## config.mk

```make
export PLATFORM = sky130hd
export DESIGN_NAME = vram_scanout
export DESIGN_NICKNAME = d
export VERILOG_FILES = /design/src/verilog/vram_pkg.sv /design/src/verilog/vram_scanout.sv
export SDC_FILE = /design/constraint.sdc
export NUM_CORES = 1
export LEC_CHECK = 0
export ABC_AREA = 1
export BUFFER_PORTS_ARGS = -buffer_cell sky130_fd_sc_hd__buf_2
export CORE_UTILIZATION = 50
export DETAILED_ROUTE_END_ITERATION = 10
export PLACE_DENSITY = 0.77
export RECOVER_POWER = 25
export SLEW_MARGIN = 25
export SYNTH_ARGS = -nofsm -noshare
export SYNTH_HDL_FRONTEND = slang
export SYNTH_SLANG_ARGS = --single-unit
```

## constraint.sdc

```tcl
create_clock -name clk_a -period 4.3 [get_ports clk_a]
set_input_delay 0.86 -clock clk_a [delete_from_list [all_inputs] [get_ports clk_a]]
set_output_delay 0.86 -clock clk_a [all_outputs]
set_load 0.05 [all_outputs]
```

## src/verilog/vram_pkg.sv

```systemverilog
// vram package
// frame geometry, widths and the enums shared by the video memory blocks
`default_nettype none

package vram_pkg;

   // one 768 x 896 mono frame, 32 pixels per word
   localparam int vram_words      = 21504;
   localparam int vram_addr_w     = 15;
   localparam int vram_data_w     = 32;
   localparam int words_per_line  = 24;
   localparam int lines_per_frame = 896;

   // counter widths for the scanout
   localparam int word_cnt_w = $clog2(words_per_line);
   localparam int line_cnt_w = $clog2(lines_per_frame);
   localparam int pix_idx_w  = $clog2(vram_data_w);

   // host request opcode
   typedef enum logic
   {
      op_read  = 1'b0,
      op_write = 1'b1
   } host_op_t;

   // scanout fetch machine
   typedef enum logic [1:0]
   {
      scan_idle = 2'd0,  // disabled, fetch address parked at 0
      scan_fill = 2'd1,  // waiting for the first word
      scan_run  = 2'd2   // pixels streaming
   } scan_state_t;

endpackage

`default_nettype wire
```

## src/verilog/vram_scanout.sv

```systemverilog
// raster scanout engine
// fetches words from RAM port B in address order into a two-word buffer
// and shifts them out as a one-bit pixel stream, lsb first
`timescale 1ns/1ps
`default_nettype none

module vram_scanout
   import vram_pkg::*;
(
   input  logic                   clk_a,
   input  logic                   reset,
   input  logic                   scan_enable,

   // RAM port B
   output logic [vram_addr_w-1:0] addr_b,
   output logic                   rden_b,
   input  logic [vram_data_w-1:0] q_b,

   // pixel channel
   output logic                   pix_valid,
   output logic                   pix_data,
   output logic                   pix_line_start,
   output logic                   pix_frame_start,
   input  logic                   pix_ready
);

   scan_state_t state;

   logic [vram_addr_w-1:0] fetch_addr;
   logic                   in_flight;  // q_b carries a fetched word

   logic [vram_data_w-1:0] buf_word [0:1];
   logic [1:0]             buf_cnt;
   logic                   rd_sel;
   logic                   wr_sel;

   logic [vram_data_w-1:0] shift_word;
   logic [pix_idx_w-1:0]   pix_idx;
   logic                   shift_valid;

   logic [word_cnt_w-1:0]  word_cnt;  // word of the line in the shifter
   logic [line_cnt_w-1:0]  line_cnt;

   logic active;
   logic slot_free;
   logic fetch;
   logic pix_take;
   logic word_done;
   logic load;
   logic word_start;

   assign active    = scan_enable & (state != scan_idle);
   // count the word in flight as taken
   assign slot_free = (buf_cnt == 2'd0) | ((buf_cnt == 2'd1) & ~in_flight);
   assign fetch     = active & slot_free;

   assign addr_b = fetch_addr;
   assign rden_b = fetch;

   assign pix_take  = shift_valid & pix_ready;
   assign word_done = pix_take & (&pix_idx);  // last pixel of the word
   assign load      = active & (buf_cnt != 2'd0) & (~shift_valid | word_done);

   assign word_start      = shift_valid & (pix_idx == '0) & (word_cnt == '0);
   assign pix_valid       = shift_valid;
   assign pix_data        = shift_word[0];
   assign pix_line_start  = word_start;
   assign pix_frame_start = word_start & (line_cnt == '0);

   // word buffer and shifter data
   always_ff @(posedge clk_a)
   begin
      if (in_flight)
         buf_word[wr_sel] <= q_b;

      if (load)
         shift_word <= buf_word[rd_sel];
      else if (pix_take)
         shift_word <= shift_word >> 1;
   end

   // dropping scan_enable abandons the frame
   always_ff @(posedge clk_a)
   begin
      if (reset || !scan_enable)
      begin
         state       <= scan_idle;
         fetch_addr  <= '0;
         in_flight   <= 1'b0;
         buf_cnt     <= 2'd0;
         rd_sel      <= 1'b0;
         wr_sel      <= 1'b0;
         pix_idx     <= '0;
         shift_valid <= 1'b0;
         word_cnt    <= '0;
         line_cnt    <= '0;
      end
      else
      begin
         case (state)
            scan_idle: state <= scan_fill;
            scan_fill: if (load) state <= scan_run;
            scan_run:  state <= scan_run;
            default:   state <= scan_idle;
         endcase

         in_flight <= fetch;
         if (fetch)
         begin
            if (fetch_addr == vram_addr_w'(vram_words - 1))
               fetch_addr <= '0;  // wrap to top of frame
            else
               fetch_addr <= fetch_addr + 1'b1;
         end

         if (in_flight)
            wr_sel <= ~wr_sel;
         if (in_flight && !load)
            buf_cnt <= buf_cnt + 2'd1;
         else if (!in_flight && load)
            buf_cnt <= buf_cnt - 2'd1;

         if (pix_take)
            pix_idx <= pix_idx + 1'b1;
         if (word_done)
            shift_valid <= 1'b0;  // underrun, refilled by load
         if (load)
         begin
            rd_sel      <= ~rd_sel;
            shift_valid <= 1'b1;
            pix_idx     <= '0;
         end

         // raster position of the shifter word
         if (word_done)
         begin
            if (word_cnt == word_cnt_w'(words_per_line - 1))
            begin
               word_cnt <= '0;
               if (line_cnt == line_cnt_w'(lines_per_frame - 1))
                  line_cnt <= '0;
               else
                  line_cnt <= line_cnt + 1'b1;
            end
            else
               word_cnt <= word_cnt + 1'b1;
         end
      end
   end

endmodule

`default_nettype wire

```

==> results.txt <==
ANT nets after route: 0
post-synthesis xor/xnor area fraction: 1.03%
FF-to-FF End: shift_word[26]$_DFFE_PP_
outcome: complete, but fails checks
non-filler cells, final: 790
final net count: 684
RSZ-0062 raised after global routing: no
GRT overflow: 0
dpl cells: 759
Top-Level Pins: 56
Crit Reg-Reg Startpoint: pix_idx[1]$_SDFFE_PP0P_
Slew Viols, Final: 0
sequential share of the synthesized area: 63.4%
endpoints failing hold: 0
crit-path max FO: 7
# Max-Cap Violations: 0
Syn. warnings: 0
critical setup path kind: reg2out
Lkg Pwr: 0.00261 µW
failing checks: DRC
Rel. slew slack: 34.5%
Core ar.: 11500 µm²
Fmax achieved: 361 MHz
Hold Buf Count CTS: 0
Yosys cell types: 33
vias per cell: 5.18
reg-to-reg slack, setup: 2040 ps
Post-Syn Instances: 573
mapped cell area: 5940 µm²
antenna violations before repair: 2
FF+latch area: 3760 µm²
DIE AREA: 12300 µm²
Setup crit end kind: output pin
CTS max path bufs: 2
detailed placement HPWL: 6920 µm
Crit path arrival time: 1910 ps
ANT cells: 0
Row Count: 39
Filler cells: 953
setup_tns: 0 ps
CTS tree: yes
syn avg cell area: 10.4 µm²
multi-input logic area: 1860 µm²
setup bufs post-CTS: 0
Vias: 4089
first-pass GRT wire length: 18200 µm
Worst Tran Pin Value: 980 ps
worst r2r path cells: 10
power per standard cell area: 428 nW/µm²
min-delay src: rd_sel$_SDFFE_PP0N_
pin count of the biggest net entering global routing: 66
largest family of logic cells by synthesized area: simple AND/OR/NAND/NOR gates
CP required: 3440 ps
DRT iter0 DRCs: 236
wirelength, routed: 10800 µm
root buffer cell: clkbuf_16
Clock Sinks: 140
mux cell area share after synthesis: 0%
final worst-path cycle share: 64.4%
WHS Path Cells: 1
adder-cell share of the synthesized area: 2.74%
most common flop cell mapped by yosys: edfxtp_1
PostCTS Resize Cnt: 0
simple logic cell fraction of the synthesized area: 19.3%
Synth Area in Compound Gates: 8.15%
Die X: 111 µm
Clock Skew: 7.28 ps
worst-skew pair later-pin latency: 410 ps
initial cell density of the core: 51.6%
Max VDD drop: 0.000284 V
min Tclk post-route: 2770 ps
Die Ht: 111 µm
TritonRoute pass-1 iters: 7
CTS H-tree lvls: 4
WL/cell: 13.7 µm
Async S/R FF share, synth: 0%
port bufs: 55
final hold slack: 451 ps
GR Util All Layers: 19.0%
layout cells sized above 1: 15.6%
FF+latch count, synth: 140
Post-synth EDFFs: 96
vias in the first global route: 4037
critical path startpoint category: flop
final setup fails: 0
Mapped Nets: 622
clk slew on worst S/H paths: 50 ps
area grow syn2layout: 15.8%
Critical path origin: state[0]$_SDFFE_PP0P_
Num CTS Buffers: 17
worst hold-check path type: reg2reg
GP Congestion: 0.897
Residual DRC: 4
## cell families (layout without fill, tap and decap cells)
logic type                 count (synthesis)  count (layout)
and+or+nand+nor                          276             276
buffers and inverters                     71             145
adders and majority gates                 13              13
xor gates and xnor gates                   7               7
AOI/OAI and AO/OA                         66              66
DFF                                      140             140
## layer usage
metal | part of all wire (%) | global-route usage [%] | up-vias | wire, µm
met3 | 5.0 | 5.74 | 22 | 541
met4 | 1.5 | 6.85 | 4 | 162
li1 | - | - | 2055 | -
met2 | 51 | 34.0 | 88 | 5490
met1 | 43 | 21.4 | 1920 | 4600
met5 | 0.21 | 0 | - | 23
## stage by stage
stage | setup slack (ps) | instance area (µm²) | total power (µW) | util [%]
5_1_grt | 1340 | 6880 | 3030 | 59.7
6_report | 1530 | 6880 | 2950 | 59.7
3_3_place_gp | 1700 | 6320 | 1550 | 54.9
3_5_place_dp | 1650 | 6320 | 1560 | 54.9
4_1_cts | 1510 | 6900 | 2970 | 59.9
2_1_floorplan | 706 | 5940 | 1520 | -
## worst max-delay path: stages, from the launching register on
cell     delay (ps)
dfxtp_1         350
inv_1            50
ha_1            210
inv_1            60
nand2_1          70
a21oi_1         400
buf_2           360
## cells in the final DEF, fill, tap and decap left out, types with 2 or more instances in the layout
master	n
inv_1	53
inv_4	2
nor2_1	85
nand3_1	21
nor2_2	3
nor3_1	8
buf_2	39
clkinv_4	3
clkinv_2	4
o21ai_0	10
a31oi_1	15
clkbuf_1	17
xnor2_1	2
bufinv_16	3
dfxtp_1	44
ha_1	13
nand2_2	3
nand4_1	7
nor2_4	2
nand2_4	2
clkinv_1	3
a211oi_1	2
buf_4	3
edfxtp_1	96
clkbuf_16	17
a21oi_1	20
nand2_1	141
a31oi_2	17
xor2_1	5
## state kept, by name, indices dropped and copies added (netlist names), named ones only
name        flops
pix_idx         5
in_flight       1
addr_b         15
buf_word       64
line_cnt       10
pix_valid       1
state           2
shift_word     32
buf_cnt         2
word_cnt        5
wr_sel          1
rd_sel          1
## area by class of cell
cell class	count	area share [%]
clock buffers	18	6.24
clock inverters	13	2.20
inverters	56	3.13
multi-input cells	362	27.1
flip-flops and latches	140	54.7
well taps	143	2.60
repair buffers	58	4.04
## synth_stat cells (2+ instances only)
library cell,n,share of area (%)
nand2_4,2,0.38
a211oi_1,2,0.25
a31oi_1,15,1.6
clkbuf_1,7,0.44
edfxtp_1,96,49
a31oi_2,17,3.6
nand3_1,21,1.8
nand4_1,7,0.74
nand2_1,141,8.9
nand2_2,3,0.32
inv_1,54,3.4
buf_4,2,0.25
o21ai_0,10,0.84
inv_4,2,0.21
nor3_1,8,0.67
xnor2_1,2,0.29
ha_1,13,2.7
xor2_1,5,0.74
nor2_1,86,5.4
dfxtp_1,44,15
nor2_2,3,0.32
buf_8,3,0.76
a21oi_1,20,1.7
## worst max path at each step
stage	to	slack, ps	cells past startpoint
after floorplan	pix_frame_start	710	4
after global placement	rden_b	1700	4
after detailed placement	rden_b	1650	4
after CTS	rden_b	1510	6
after global routing	rden_b	1340	6
final	rden_b	1530	6
## where the power goes
| part | switching (µW) | total, µW | internal [µW] |
|---|---|---|---|
| sequential | 4.92 | 1460 | 1450 |
| clock | 518 | 1420 | 901 |
| combinational | 49.4 | 72.2 | 22.8 |
| total | 572 | 2950 | 2370 |
Power figures use the tool's default switching activity.
