[src/verilog/vram_pkg.sv]
// vram package
// frame geometry, widths and the enums shared by the video memory blocks
`default_nettype none

package vram_pkg;

   // one 768 x 896 mono frame, 32 pixels per word
   localparam int vram_words      = 21504;
   localparam int vram_addr_w     = 15;
   localparam int vram_data_w     = 32;
   localparam int words_per_line  = 24;
   localparam int lines_per_frame = 896;

   // counter widths for the scanout
   localparam int word_cnt_w = $clog2(words_per_line);
   localparam int line_cnt_w = $clog2(lines_per_frame);
   localparam int pix_idx_w  = $clog2(vram_data_w);

   // host request opcode
   typedef enum logic
   {
      op_read  = 1'b0,
      op_write = 1'b1
   } host_op_t;

   // scanout fetch machine
   typedef enum logic [1:0]
   {
      scan_idle = 2'd0,  // disabled, fetch address parked at 0
      scan_fill = 2'd1,  // waiting for the first word
      scan_run  = 2'd2   // pixels streaming
   } scan_state_t;

endpackage

`default_nettype wire
[src/verilog/vram_host_port.sv]
// host port adapter
// turns valid/ready requests into RAM port A cycles, one transfer at a time,
// and returns the read or written word on the response channel
`timescale 1ns/1ps
`default_nettype none

module vram_host_port
   import vram_pkg::*;
(
   input  logic                   clk_a,
   input  logic                   reset,

   // request channel
   input  logic                   req_valid,
   input  host_op_t               req_op,
   input  logic [vram_addr_w-1:0] req_addr,
   input  logic [vram_data_w-1:0] req_wdata,
   output logic                   req_ready,

   // response channel
   output logic                   resp_valid,
   output logic [vram_data_w-1:0] resp_data,
   input  logic                   resp_ready,

   // RAM port A
   output logic [vram_addr_w-1:0] addr_a,
   output logic [vram_data_w-1:0] wdata_a,
   output logic                   wren_a,
   output logic                   rden_a,
   input  logic [vram_data_w-1:0] q_a
);

   logic accept;     // request transfers this cycle
   logic resp_take;  // response transfers this cycle
   logic pend;       // RAM cycle issued last edge, q_a now valid

   assign accept    = req_valid & req_ready;
   assign resp_take = resp_valid & resp_ready;

   // port A follows the request only in its accept cycle
   assign addr_a  = req_addr;
   assign wdata_a = req_wdata;
   assign wren_a  = accept & (req_op == op_write);
   assign rden_a  = accept & (req_op == op_read);

   // enables stay low while busy, so q_a holds the answer
   assign resp_data = q_a;

   always_ff @(posedge clk_a)
   begin
      if (reset)
      begin
         pend       <= 1'b0;
         resp_valid <= 1'b0;
         req_ready  <= 1'b0;
      end
      else
      begin
         pend <= accept;

         if (pend)
            resp_valid <= 1'b1;
         else if (resp_take)
            resp_valid <= 1'b0;

         // ready again only once the response has left
         req_ready <= ~accept & ~pend & (~resp_valid | resp_take);
      end
   end

endmodule

`default_nettype wire

[config.mk]
export PLATFORM = sky130hd
export DESIGN_NAME = vram_host_port
export DESIGN_NICKNAME = d
export VERILOG_FILES = /design/src/verilog/vram_pkg.sv /design/src/verilog/vram_host_port.sv
export SDC_FILE = /design/constraint.sdc
export NUM_CORES = 1
export LEC_CHECK = 0
export BUFFER_PORTS_ARGS = -buffer_cell sky130_fd_sc_hd__buf_2
export CORE_AREA = 2 2 64 66
export DETAILED_ROUTE_END_ITERATION = 10
export DIE_AREA = 0 0 66 68
export PLACE_DENSITY = 0.79
export SLEW_MARGIN = 20
export SYNTH_ARGS = -nofsm -noshare
export SYNTH_HDL_FRONTEND = slang
export SYNTH_SLANG_ARGS = --single-unit
[constraint.sdc]
create_clock -name clk_a -period 1.25 [get_ports clk_a]
set_input_delay 0.125 -clock clk_a [delete_from_list [all_inputs] [get_ports clk_a]]
set_output_delay 0.125 -clock clk_a [all_outputs]
set_load 0.05 [all_outputs]
==> results.tsv, run 1 <==
stage	metric	value	unit
pwr	peak supply drop	0.528	mV
pwr	Reg power frac	0.241	
logic_synthesis	Post-Syn Instances	89	
clocking	maximum clock path buffer count	2	
floorplanning	core area	3860	sq um
sta	final hold slack	0.133	ns
cells_and_area	commonest non-fill, non-tap cell in the layout	buf_2	
clocking	CTS Hold Buffers Added	0	
sta	Tcrit/Tclk final	0.913	
grt	largest net degree at the start of global routing	5	
sta	Clock Skew	0.00161	ns
logic_synthesis	Synth cell types	8	
sta	final setup violating endpoints	0	
worst_setup_path	Buf/Inv on CP	1	
clocking	CTS Buf Count	3	
detailed_routing	number of remaining DRC errors	0	
pwr	Leak	0.105	nW
logic_synthesis	Synth top area share	0.820	
worst_setup_path	CP cell instances	nand2_1, nor2_4, buf_2	
clocking	Root Buffer	clkbuf_8	
cells_and_area	post-route insts no fill	72	
logic_synthesis	YS warnings	0	
place	cell count after placement	68	
detailed_routing	routed wire length	1240	um
sta	Fin. Hold Viols	0	
detailed_routing	first-iteration detailed-routing DRC count	4	
worst_setup_path	Crit path required time	1.12	ns
grt	vias in the first global route	261	
detailed_routing	vias	235	
floorplanning	# rows	23	
clocking	H-tree depth	1	
clocking	Worst-Skew Late Latency	0.22	ns
floorplanning	num ports	167	
sta	final worst path period need	1.14	ns
sta	Max Freq	0.877	GHz
worst_setup_path	CP Class	register to output pin	
clocking	TritonCTS clock tree	built	
cells_and_area	layout cells sized above 1	0.773	
worst_setup_path	Critical Path End Type	output pin	
detailed_routing	post-route ant nets	0	
sta	Max-slew headroom	0.832	
cells_and_area	P&R area growth vs syn	-60.4	%
clocking	CTS resizes	0	
floorplanning	Initial Util	0.188	
pwr	PwrDens	1570	nW/um^2
clocking	Post-CTS Setup Repair Bufs	0	
pwr	clock power share	0.631	
detailed_routing	wire per inst	17.2	um
worst_setup_path	crit-path max cell delay	0.36	ns
pwr	Psw	0.111	mW
clocking	Sink Count	3	
sta	Final Max Tran Viols	0	
worst_hold_path	Hold Path Class	primary input to register	
worst_setup_path	Slowest-stage cell, CP	dfxtp_2	
worst_setup_path	CP Max Fanout	4	
worst_hold_path	Worst Hold Path Cells	2	
grt	grt ovf	0	
floorplanning	die area	4490	sq um
sta	RSZ-0062 raised after global routing	no	
place	Port Buf Inserts	8	
cells_and_area	number of fillers in the final layout	465	
pwr	switch share	0.246	
worst_setup_path	worst reg-to-reg path cell count	2	
logic_synthesis	sequential cell area fraction in the yosys report	0.0830	
logic_synthesis	flops & latches, synth	3	
grt	total track usage	0.0501	
cells_and_area	post-layout net count	107	
worst_setup_path	CP arrival	1.02	ns
detailed_routing	Pre-antenna DRT Iters	2	
logic_synthesis	Synth Net Count	173	
cells_and_area	commonest non-fill, non-tap cells in the layout	buf_2, clkbuf_8, dfxtp_1	
grt	initial antenna violation count	0	
logic_synthesis	cell taking the most area after synthesis	buf_4	
logic_synthesis	top cells by area, synth	buf_4, dfxtp_1, a2111oi_4	
grt	wire length of the first global-routing pass	1480	um
flow_run	max cap viols	0	
cells_and_area	# diodes	0	
pwr	design internal power	0.340	mW
cells_and_area	final instance area	287	sq um
outcome	status	finished clean	
floorplanning	die extent in x	66	um
place	GP Congestion	0.608	
worst_setup_path	critical path depth	3	
place	DP Area	241	sq um
worst_setup_path	element type at the critical path start	register	
logic_synthesis	Avg Cell Area, Syn	8.13	sq um
detailed_routing	number of vias per cell	3.26	
pwr	Comb pwr share	0.128	
sta	measured slew at the worst slew-check pin	0.254	ns
logic_synthesis	Netlist Area Pre-Place	723	sq um
clocking	clock input transition at the sequential cells of the worst setup and hold paths	0.03	ns
floorplanning	Die Span Y	68	um
sta	Sum Neg Setup Slack	0	ns
worst_setup_path	CP top delay family	flip-flops	
## Yosys cell counts
| cell type | n |
|---|---|
| o21ba_2 | 1 |
| dfxtp_1 | 3 |
| buf_4 | 79 |
| a2111oi_4 | 1 |
| nand2_1 | 1 |
| and3_2 | 1 |
| nor2_1 | 2 |
| nor2b_4 | 1 |
## flip-flops by register name, summed over array words and instances (netlist names)
name / count
req_ready: 1
resp_valid: 1
pend: 1
## path summary, 6_finish.rpt
path | start | endpoint | slack, ns
hold / removal | reset | pend | 0.13
setup / recovery | req_ready | rden_a | 0.11
setup reg to reg | resp_valid | req_ready | 0.46
hold reg to reg | pend | req_ready | 0.47
## layout make-up
type,count,area [sq um],share of cell area
clock buffer,4,45.0,0.157
tap,50,62.6,0.218
multi-input combinational,7,77.6,0.271
sequential,3,61.3,0.214
timing repair buffer,8,40.0,0.140
## power by group through the flow
stage	Combinational (mW)	Clock (mW)	Sequential (mW)
finish	0.0578	0.285	0.109
detailed placement	0.0580	0	0.110
global route	0.0606	0.299	0.110
global placement	0.0571	0	0.110
CTS	0.0581	0.291	0.109
floorplan	0.706	0	0.124
## per-layer routing
| metal | wire (um) | global-route usage | up-vias | share of wire |
|---|---|---|---|---|
| li1 | - | - | 58 | - |
| met1 | 120 | 0.0117 | 73 | 0.097 |
| met2 | 370 | 0.0391 | 61 | 0.30 |
| met3 | 479 | 0.0806 | 43 | 0.39 |
| met4 | 266 | 0.135 | 0 | 0.22 |
| met5 | 0 | 0 | - | 0 |
## stage by stage
stage	setup WS (ns)	util	power [mW]
2_1_floorplan	0.174	-	0.829
3_3_place_gp	0.353	0.0626	0.167
3_5_place_dp	0.341	0.0626	0.168
4_1_cts	0.107	0.0743	0.458
5_1_grt	0.0587	0.0743	0.470
6_report	0.109	0.0743	0.451
## cell families (layout without fill, tap and decap cells)
group                  after synthesis  count (layout)  share of synthesized area
and+or+nand+nor                      5               5                     0.0450
buffers and inverters               79              12                      0.820
DFF                                  3               3                     0.0830
AOI/OAI and AO/OA                    2               2                     0.0519
(Power assumes the default switching activity.)
==> run 2: changes to the inputs <==
==> config.mk (replaced) <==
export PLATFORM = sky130hd
export DESIGN_NAME = vram_host_port
export DESIGN_NICKNAME = d
export VERILOG_FILES = /design/src/verilog/vram_pkg.sv /design/src/verilog/vram_host_port.sv
export SDC_FILE = /design/constraint.sdc
export NUM_CORES = 1
export LEC_CHECK = 0
export CORE_AREA = 2 2 65 67
export DETAILED_ROUTE_END_ITERATION = 10
export DIE_AREA = 0 0 67 69
export DONT_BUFFER_PORTS = 1
export PLACE_DENSITY = 0.4
export SLEW_MARGIN = 20
export SYNTH_ARGS = -nofsm -noshare
export SYNTH_HDL_FRONTEND = slang
export SYNTH_SLANG_ARGS = --single-unit
export TNS_END_PERCENT = 50
==> run 2 against run 1 <==
Net effect: non-clock buffer count is 4 lower; critical endpoint unchanged; power is 2.7% lower; die area up 3.0%.
==> results.tsv, run 2 (synthesis results as in run 1) <==
stage	metric	value	unit	change
sta	Clock Skew	0.00316	ns	+0.00155 ns
cells_and_area	commonest non-fill, non-tap cells in the layout	clkbuf_8, dlygate4sd3_1, dfxtp_1, buf_4		
detailed_routing	routed wire length	984	um	-20%
floorplanning	# rows	23		unchanged
clocking	TritonCTS clock tree	built		
clocking	H-tree depth	1		unchanged
worst_setup_path	setup slack, reg-to-reg	0.47	ns	about the same
floorplanning	die extent in x	67	um	+1.5%
detailed_routing	wire per inst	14.5	um	-16%
cells_and_area	layout cells sized above 1	0.611		-0.162
worst_hold_path	Hold Path End	resp_valid		
detailed_routing	vias	221		-6.0%
clocking	CTS Buf Count	3		unchanged
worst_hold_path	Hold Path Class	primary input to register		
grt	vias in the first global route	260		-0.38%
worst_setup_path	Reg-to-Reg End	req_ready		
detailed_routing	Pre-antenna DRT Iters	2		unchanged
clocking	Sink Count	3		unchanged
worst_setup_path	Crit path required time	1.12	ns	about the same
detailed_routing	post-route ant nets	0		unchanged
cells_and_area	post-route insts no fill	68		-5.6%
floorplanning	num ports	167		unchanged
worst_setup_path	CP Max Fanout	4		unchanged
clocking	Worst-Skew Late Latency	0.21	ns	about the same
worst_setup_path	CP Class	register to output pin		
outcome	status	finished clean		
sta	Sum Neg Setup Slack	0	ns	unchanged
worst_setup_path	CP arrival	0.97	ns	-0.05 ns
place	cell count after placement	62		-8.8%
place	DP Area	216	sq um	-10%
clocking	CTS resizes	0		unchanged
worst_hold_path	hold path start	reset		
sta	Tcrit/Tclk final	0.877		-0.0354
grt	initial antenna violation count	0		unchanged
pwr	peak supply drop	0.530	mV	+0.40%
clocking	clock input transition at the sequential cells of the worst setup and hold paths	0.03	ns	about the same
worst_setup_path	Critical Path End Type	output pin		
sta	Max-slew headroom	0.781		-0.0506
grt	total track usage	0.0409		-0.00919
detailed_routing	first-iteration detailed-routing DRC count	4		unchanged
cells_and_area	# diodes	0		unchanged
grt	wire length of the first global-routing pass	1310	um	-12%
sta	Final Max Tran Viols	0		unchanged
worst_setup_path	worst reg-to-reg path cell count	2		unchanged
place	Port Buf Inserts	0		-8
clocking	Root Buffer	clkbuf_8		
pwr	PwrDens	1560	nW/um^2	-0.98%
floorplanning	die area	4620	sq um	+3.0%
worst_hold_path	Worst Hold Path Cells	1		-1
cells_and_area	P&R area growth vs syn	-61.1	%	
worst_setup_path	element type at the critical path start	register		
detailed_routing	number of vias per cell	3.25		-0.43%
flow_run	max cap viols	0		unchanged
place	pre-CTS worst setup slack	0.387	ns	+0.0460 ns
cells_and_area	commonest non-fill, non-tap cell in the layout	clkbuf_8		
clocking	maximum clock path buffer count	2		unchanged
sta	measured slew at the worst slew-check pin	0.327	ns	+0.0734 ns
place	GP Congestion	0.600		-1.3%
sta	final setup violating endpoints	0		unchanged
clocking	Post-CTS Setup Repair Bufs	0		unchanged
cells_and_area	post-layout net count	103		-3.7%
sta	RSZ-0062 raised after global routing	no		
grt	largest net degree at the start of global routing	5		unchanged
clocking	CTS Hold Buffers Added	2		+2
sta	Max Freq	0.912	GHz	+4.0%
detailed_routing	number of remaining DRC errors	0		unchanged
grt	grt ovf	0		unchanged
sta	final worst path period need	1.10	ns	-0.0442 ns
floorplanning	Die Span Y	69	um	+1.5%
place	DP HPWL	744	um	
pwr	Leak	0.0877	nW	-17%
worst_setup_path	FF-to-FF Start	resp_valid		
cells_and_area	biggest registers after layout	pend x1, req_ready x1, resp_valid x1		
cells_and_area	final instance area	282	sq um	-1.7%
floorplanning	core area	3910	sq um	+1.5%
sta	PnR worst setup slack	0.153	ns	+0.0442 ns
floorplanning	Initial Util	0.185		-0.00276
sta	Fin. Hold Viols	0		unchanged
## run 2: changes by cell type in the layout (fill, tap and decap cells not counted)
cell	before	now
buf_2	8	0
buf_4	0	2
dlygate4sd3_1	0	2
## run 2: layout make-up
type,instances,area [sq um]
clock buffer,4,45.0
timing repair buffer,4,35.0
sequential,3,61.3
fill,479,3630
multi-input combinational,7,77.6
tap,50,62.6
## run 2: worst max-delay path, cell delays in order, from the launching register on
cell     delay, ns
dfxtp_2       0.36
nand2_1       0.11
nor2_4        0.29
## run 2: routing by layer
metal / vias up / wire (um) / GRT usage
met4: 0 / 285 / 0.132
met1: 77 / 118 / 0.0109
li1: 50 / - / -
met5: - / 0 / 0
met2: 46 / 312 / 0.0352
met3: 48 / 268 / 0.0392
## run 2: worst max path at each step
stage | depth (start not counted) | slack (ns) | start | to
2_1_floorplan | 2 | 0.17 | req_ready | rden_a
3_3_place_gp | 2 | 0.39 | req_ready | rden_a
3_5_place_dp | 2 | 0.39 | req_ready | rden_a
4_1_cts | 2 | 0.14 | req_ready | rden_a
5_1_grt | 2 | 0.1 | req_ready | rden_a
6_report | 2 | 0.15 | req_ready | rden_a
## run 2: through the flow
stage | total power, mW | utilization | hold slack, ns
finish | 0.439 | 0.0719 | 0.0922
global route | 0.467 | 0.0719 | 0.0836
CTS | 0.451 | 0.0719 | 0.0864
detailed placement | 0.157 | 0.0553 | 0.200
global placement | 0.157 | 0.0553 | 0.199
floorplan | 0.829 | - | 0.197
## run 2: power by group
part           total [mW]  internal (mW)  switching [mW]
clock network       0.276          0.217          0.0591
logic              0.0539         0.0204          0.0336
registers           0.109          0.103         0.00619
==> run 3: changes to the inputs <==
--- a/config.mk
+++ b/config.mk
@@ -9,7 +9,7 @@
 export DETAILED_ROUTE_END_ITERATION = 10
 export DIE_AREA = 0 0 67 69
 export DONT_BUFFER_PORTS = 1
-export PLACE_DENSITY = 0.4
+export PLACE_DENSITY_LB_ADDON = 0.25
 export SLEW_MARGIN = 20
 export SYNTH_ARGS = -nofsm -noshare
 export SYNTH_HDL_FRONTEND = slang
==> run 3 against run 2 <==
Net effect: sequential power about the same; flip-flop and latch count unchanged; critical path type unchanged; highest routed layer unchanged; non-clock buffer count unchanged; largest cell class unchanged.
==> results.tsv, run 3 (synthesis results as in run 1) <==
stage	metric	value	unit	change
worst_setup_path	CP arrival	0.97	ns	about the same
sta	Clock Skew	0.00212	ns	-0.00104 ns
cells_and_area	post-layout net count	103		unchanged
grt	largest net degree at the start of global routing	5		unchanged
floorplanning	Initial Util	0.185		unchanged
detailed_routing	wire per inst	14.6	um	+0.71%
worst_hold_path	hold path start	reset		
clocking	maximum clock path buffer count	2		unchanged
clocking	TritonCTS clock tree	built		
worst_setup_path	Reg-to-Reg End	req_ready		
worst_hold_path	Worst Hold Path Cells	1		unchanged
sta	final setup violating endpoints	0		unchanged
grt	total track usage	0.0396		-0.00132
grt	routing usage on met2	0.0253		-0.00990
worst_setup_path	crit-path max cell delay	0.36	ns	about the same
grt	vias in the first global route	251		-3.5%
place	Port Buf Inserts	0		unchanged
cells_and_area	commonest non-fill, non-tap cells in the layout	clkbuf_8, dlygate4sd3_1, dfxtp_1, buf_4		
sta	Sum Neg Setup Slack	0	ns	unchanged
grt	GR peak layer	met4		
sta	final hold slack	0.0875	ns	-0.00472 ns
sta	RSZ-0062 raised after global routing	no		
flow_run	max cap viols	0		unchanged
sta	Max Freq	0.914	GHz	+0.21%
sta	Tcrit/Tclk final	0.875		-0.00183
floorplanning	core area	3910	sq um	unchanged
clocking	Root Buffer	clkbuf_8		
worst_setup_path	CP cell instances	nand2_1, nor2_4		
grt	grt ovf	0		unchanged
floorplanning	# rows	23		unchanged
worst_hold_path	Hold Path Class	primary input to register		
cells_and_area	commonest non-fill, non-tap cell in the layout	clkbuf_8		
clocking	Post-CTS Setup Repair Bufs	0		unchanged
clocking	Sink Count	3		unchanged
place	GP Congestion	0.593		-1.3%
place	DP HPWL	736	um	-1.1%
clocking	clock input transition at the sequential cells of the worst setup and hold paths	0.03	ns	about the same
cells_and_area	layout cells sized above 1	0.611		unchanged
sta	Fin. Hold Viols	0		unchanged
detailed_routing	first-iteration detailed-routing DRC count	6		+2
clocking	H-tree depth	1		unchanged
grt	grt met1 use	0.0128		+0.00196
detailed_routing	number of remaining DRC errors	0		unchanged
worst_hold_path	Hold Path End	resp_valid		
worst_setup_path	worst reg-to-reg path cell count	2		unchanged
floorplanning	die extent in x	67	um	unchanged
worst_setup_path	Critical Path End Type	output pin		
cells_and_area	P&R area growth vs syn	-61.1	%	unchanged
pwr	PwrDens	1570	nW/um^2	+0.60%
worst_setup_path	Crit path required time	1.12	ns	about the same
worst_setup_path	setup slack, reg-to-reg	0.47	ns	about the same
detailed_routing	number of vias per cell	3.13		-3.6%
clocking	CTS Buf Count	3		unchanged
detailed_routing	vias	213		-3.6%
floorplanning	num ports	167		unchanged
cells_and_area	biggest registers after layout	pend x1, req_ready x1, resp_valid x1		
floorplanning	die area	4620	sq um	unchanged
sta	final worst path period need	1.09	ns	-0.00228 ns
pwr	Leak	0.0877	nW	unchanged
worst_setup_path	Slowest-stage cell, CP	dfxtp_2		
outcome	status	finished clean		
sta	Max-slew headroom	0.784		+0.00286
grt	met3 Usage GRT	0.0277		-0.0114
detailed_routing	Pre-antenna DRT Iters	2		unchanged
clocking	Worst-Skew Late Latency	0.21	ns	about the same
cells_and_area	# diodes	0		unchanged
sta	measured slew at the worst slew-check pin	0.323	ns	-0.00427 ns
sta	Final Max Tran Viols	0		unchanged
pwr	peak supply drop	0.460	mV	-13%
grt	wire length of the first global-routing pass	1240	um	-5.8%
worst_setup_path	element type at the critical path start	register		
grt	initial antenna violation count	0		unchanged
floorplanning	Die Span Y	69	um	unchanged
worst_setup_path	CP Max Fanout	4		unchanged
detailed_routing	post-route ant nets	0		unchanged
worst_setup_path	FF-to-FF Start	resp_valid		
detailed_routing	routed wire length	991	um	+0.71%
worst_setup_path	CP Class	register to output pin		
-- run 3: how the worst max path moves through the flow --
stage	start	to	slack, ns	cells past startpoint
2_1_floorplan	req_ready	rden_a	0.17	2
3_3_place_gp	req_ready	rden_a	0.39	2
3_5_place_dp	req_ready	rden_a	0.39	2
4_1_cts	req_ready	rden_a	0.15	2
5_1_grt	req_ready	rden_a	0.10	2
6_report	req_ready	rden_a	0.16	2
-- run 3: per-stage QoR --
stage	setup slack [ns]	cell area, sq um	total power, mW	std cells	utilization
global route	0.102	282	0.462	68	0.0719
CTS	0.145	282	0.452	68	0.0719
global placement	0.391	216	0.157	62	0.0553
detailed placement	0.388	216	0.157	62	0.0553
floorplan	0.174	732	0.829	89	-
finish	0.156	282	0.442	68	0.0719
-- run 3: where the power goes --
| part | total [mW] | switching (mW) | internal (mW) |
|---|---|---|---|
| Clock | 0.279 | 0.0617 | 0.217 |
| Combinational | 0.0535 | 0.0332 | 0.0204 |
| Sequential | 0.109 | 0.00642 | 0.103 |
| Total | 0.442 | 0.101 | 0.340 |
-- run 3: routing by layer --
metal | wire length, um | share of wire
met1 | 142 | 0.14
met2 | 280 | 0.28
met3 | 271 | 0.27
met4 | 296 | 0.30
met5 | 0 | 0
-- run 3: layout make-up --
class / instances / area [sq um]
flip-flops and latches: 3 / 61.3
well taps: 50 / 62.6
fillers: 475 / 3630
clock buffers: 4 / 45.0
multi-input cells: 7 / 77.6
repair buffers: 4 / 35.0
-- run 3: worst max-delay path, delay by kind of cell, from the launching register on --
family	cells	cell delay, ns
flip-flops	1	0.36
AND/OR/NAND/NOR	2	0.39
-- run 3: timing repair --
action,4_1_cts,5_1_grt
resized for setup,0,0
endpoints found under the hold margin,2,0
hold buffers,2,0
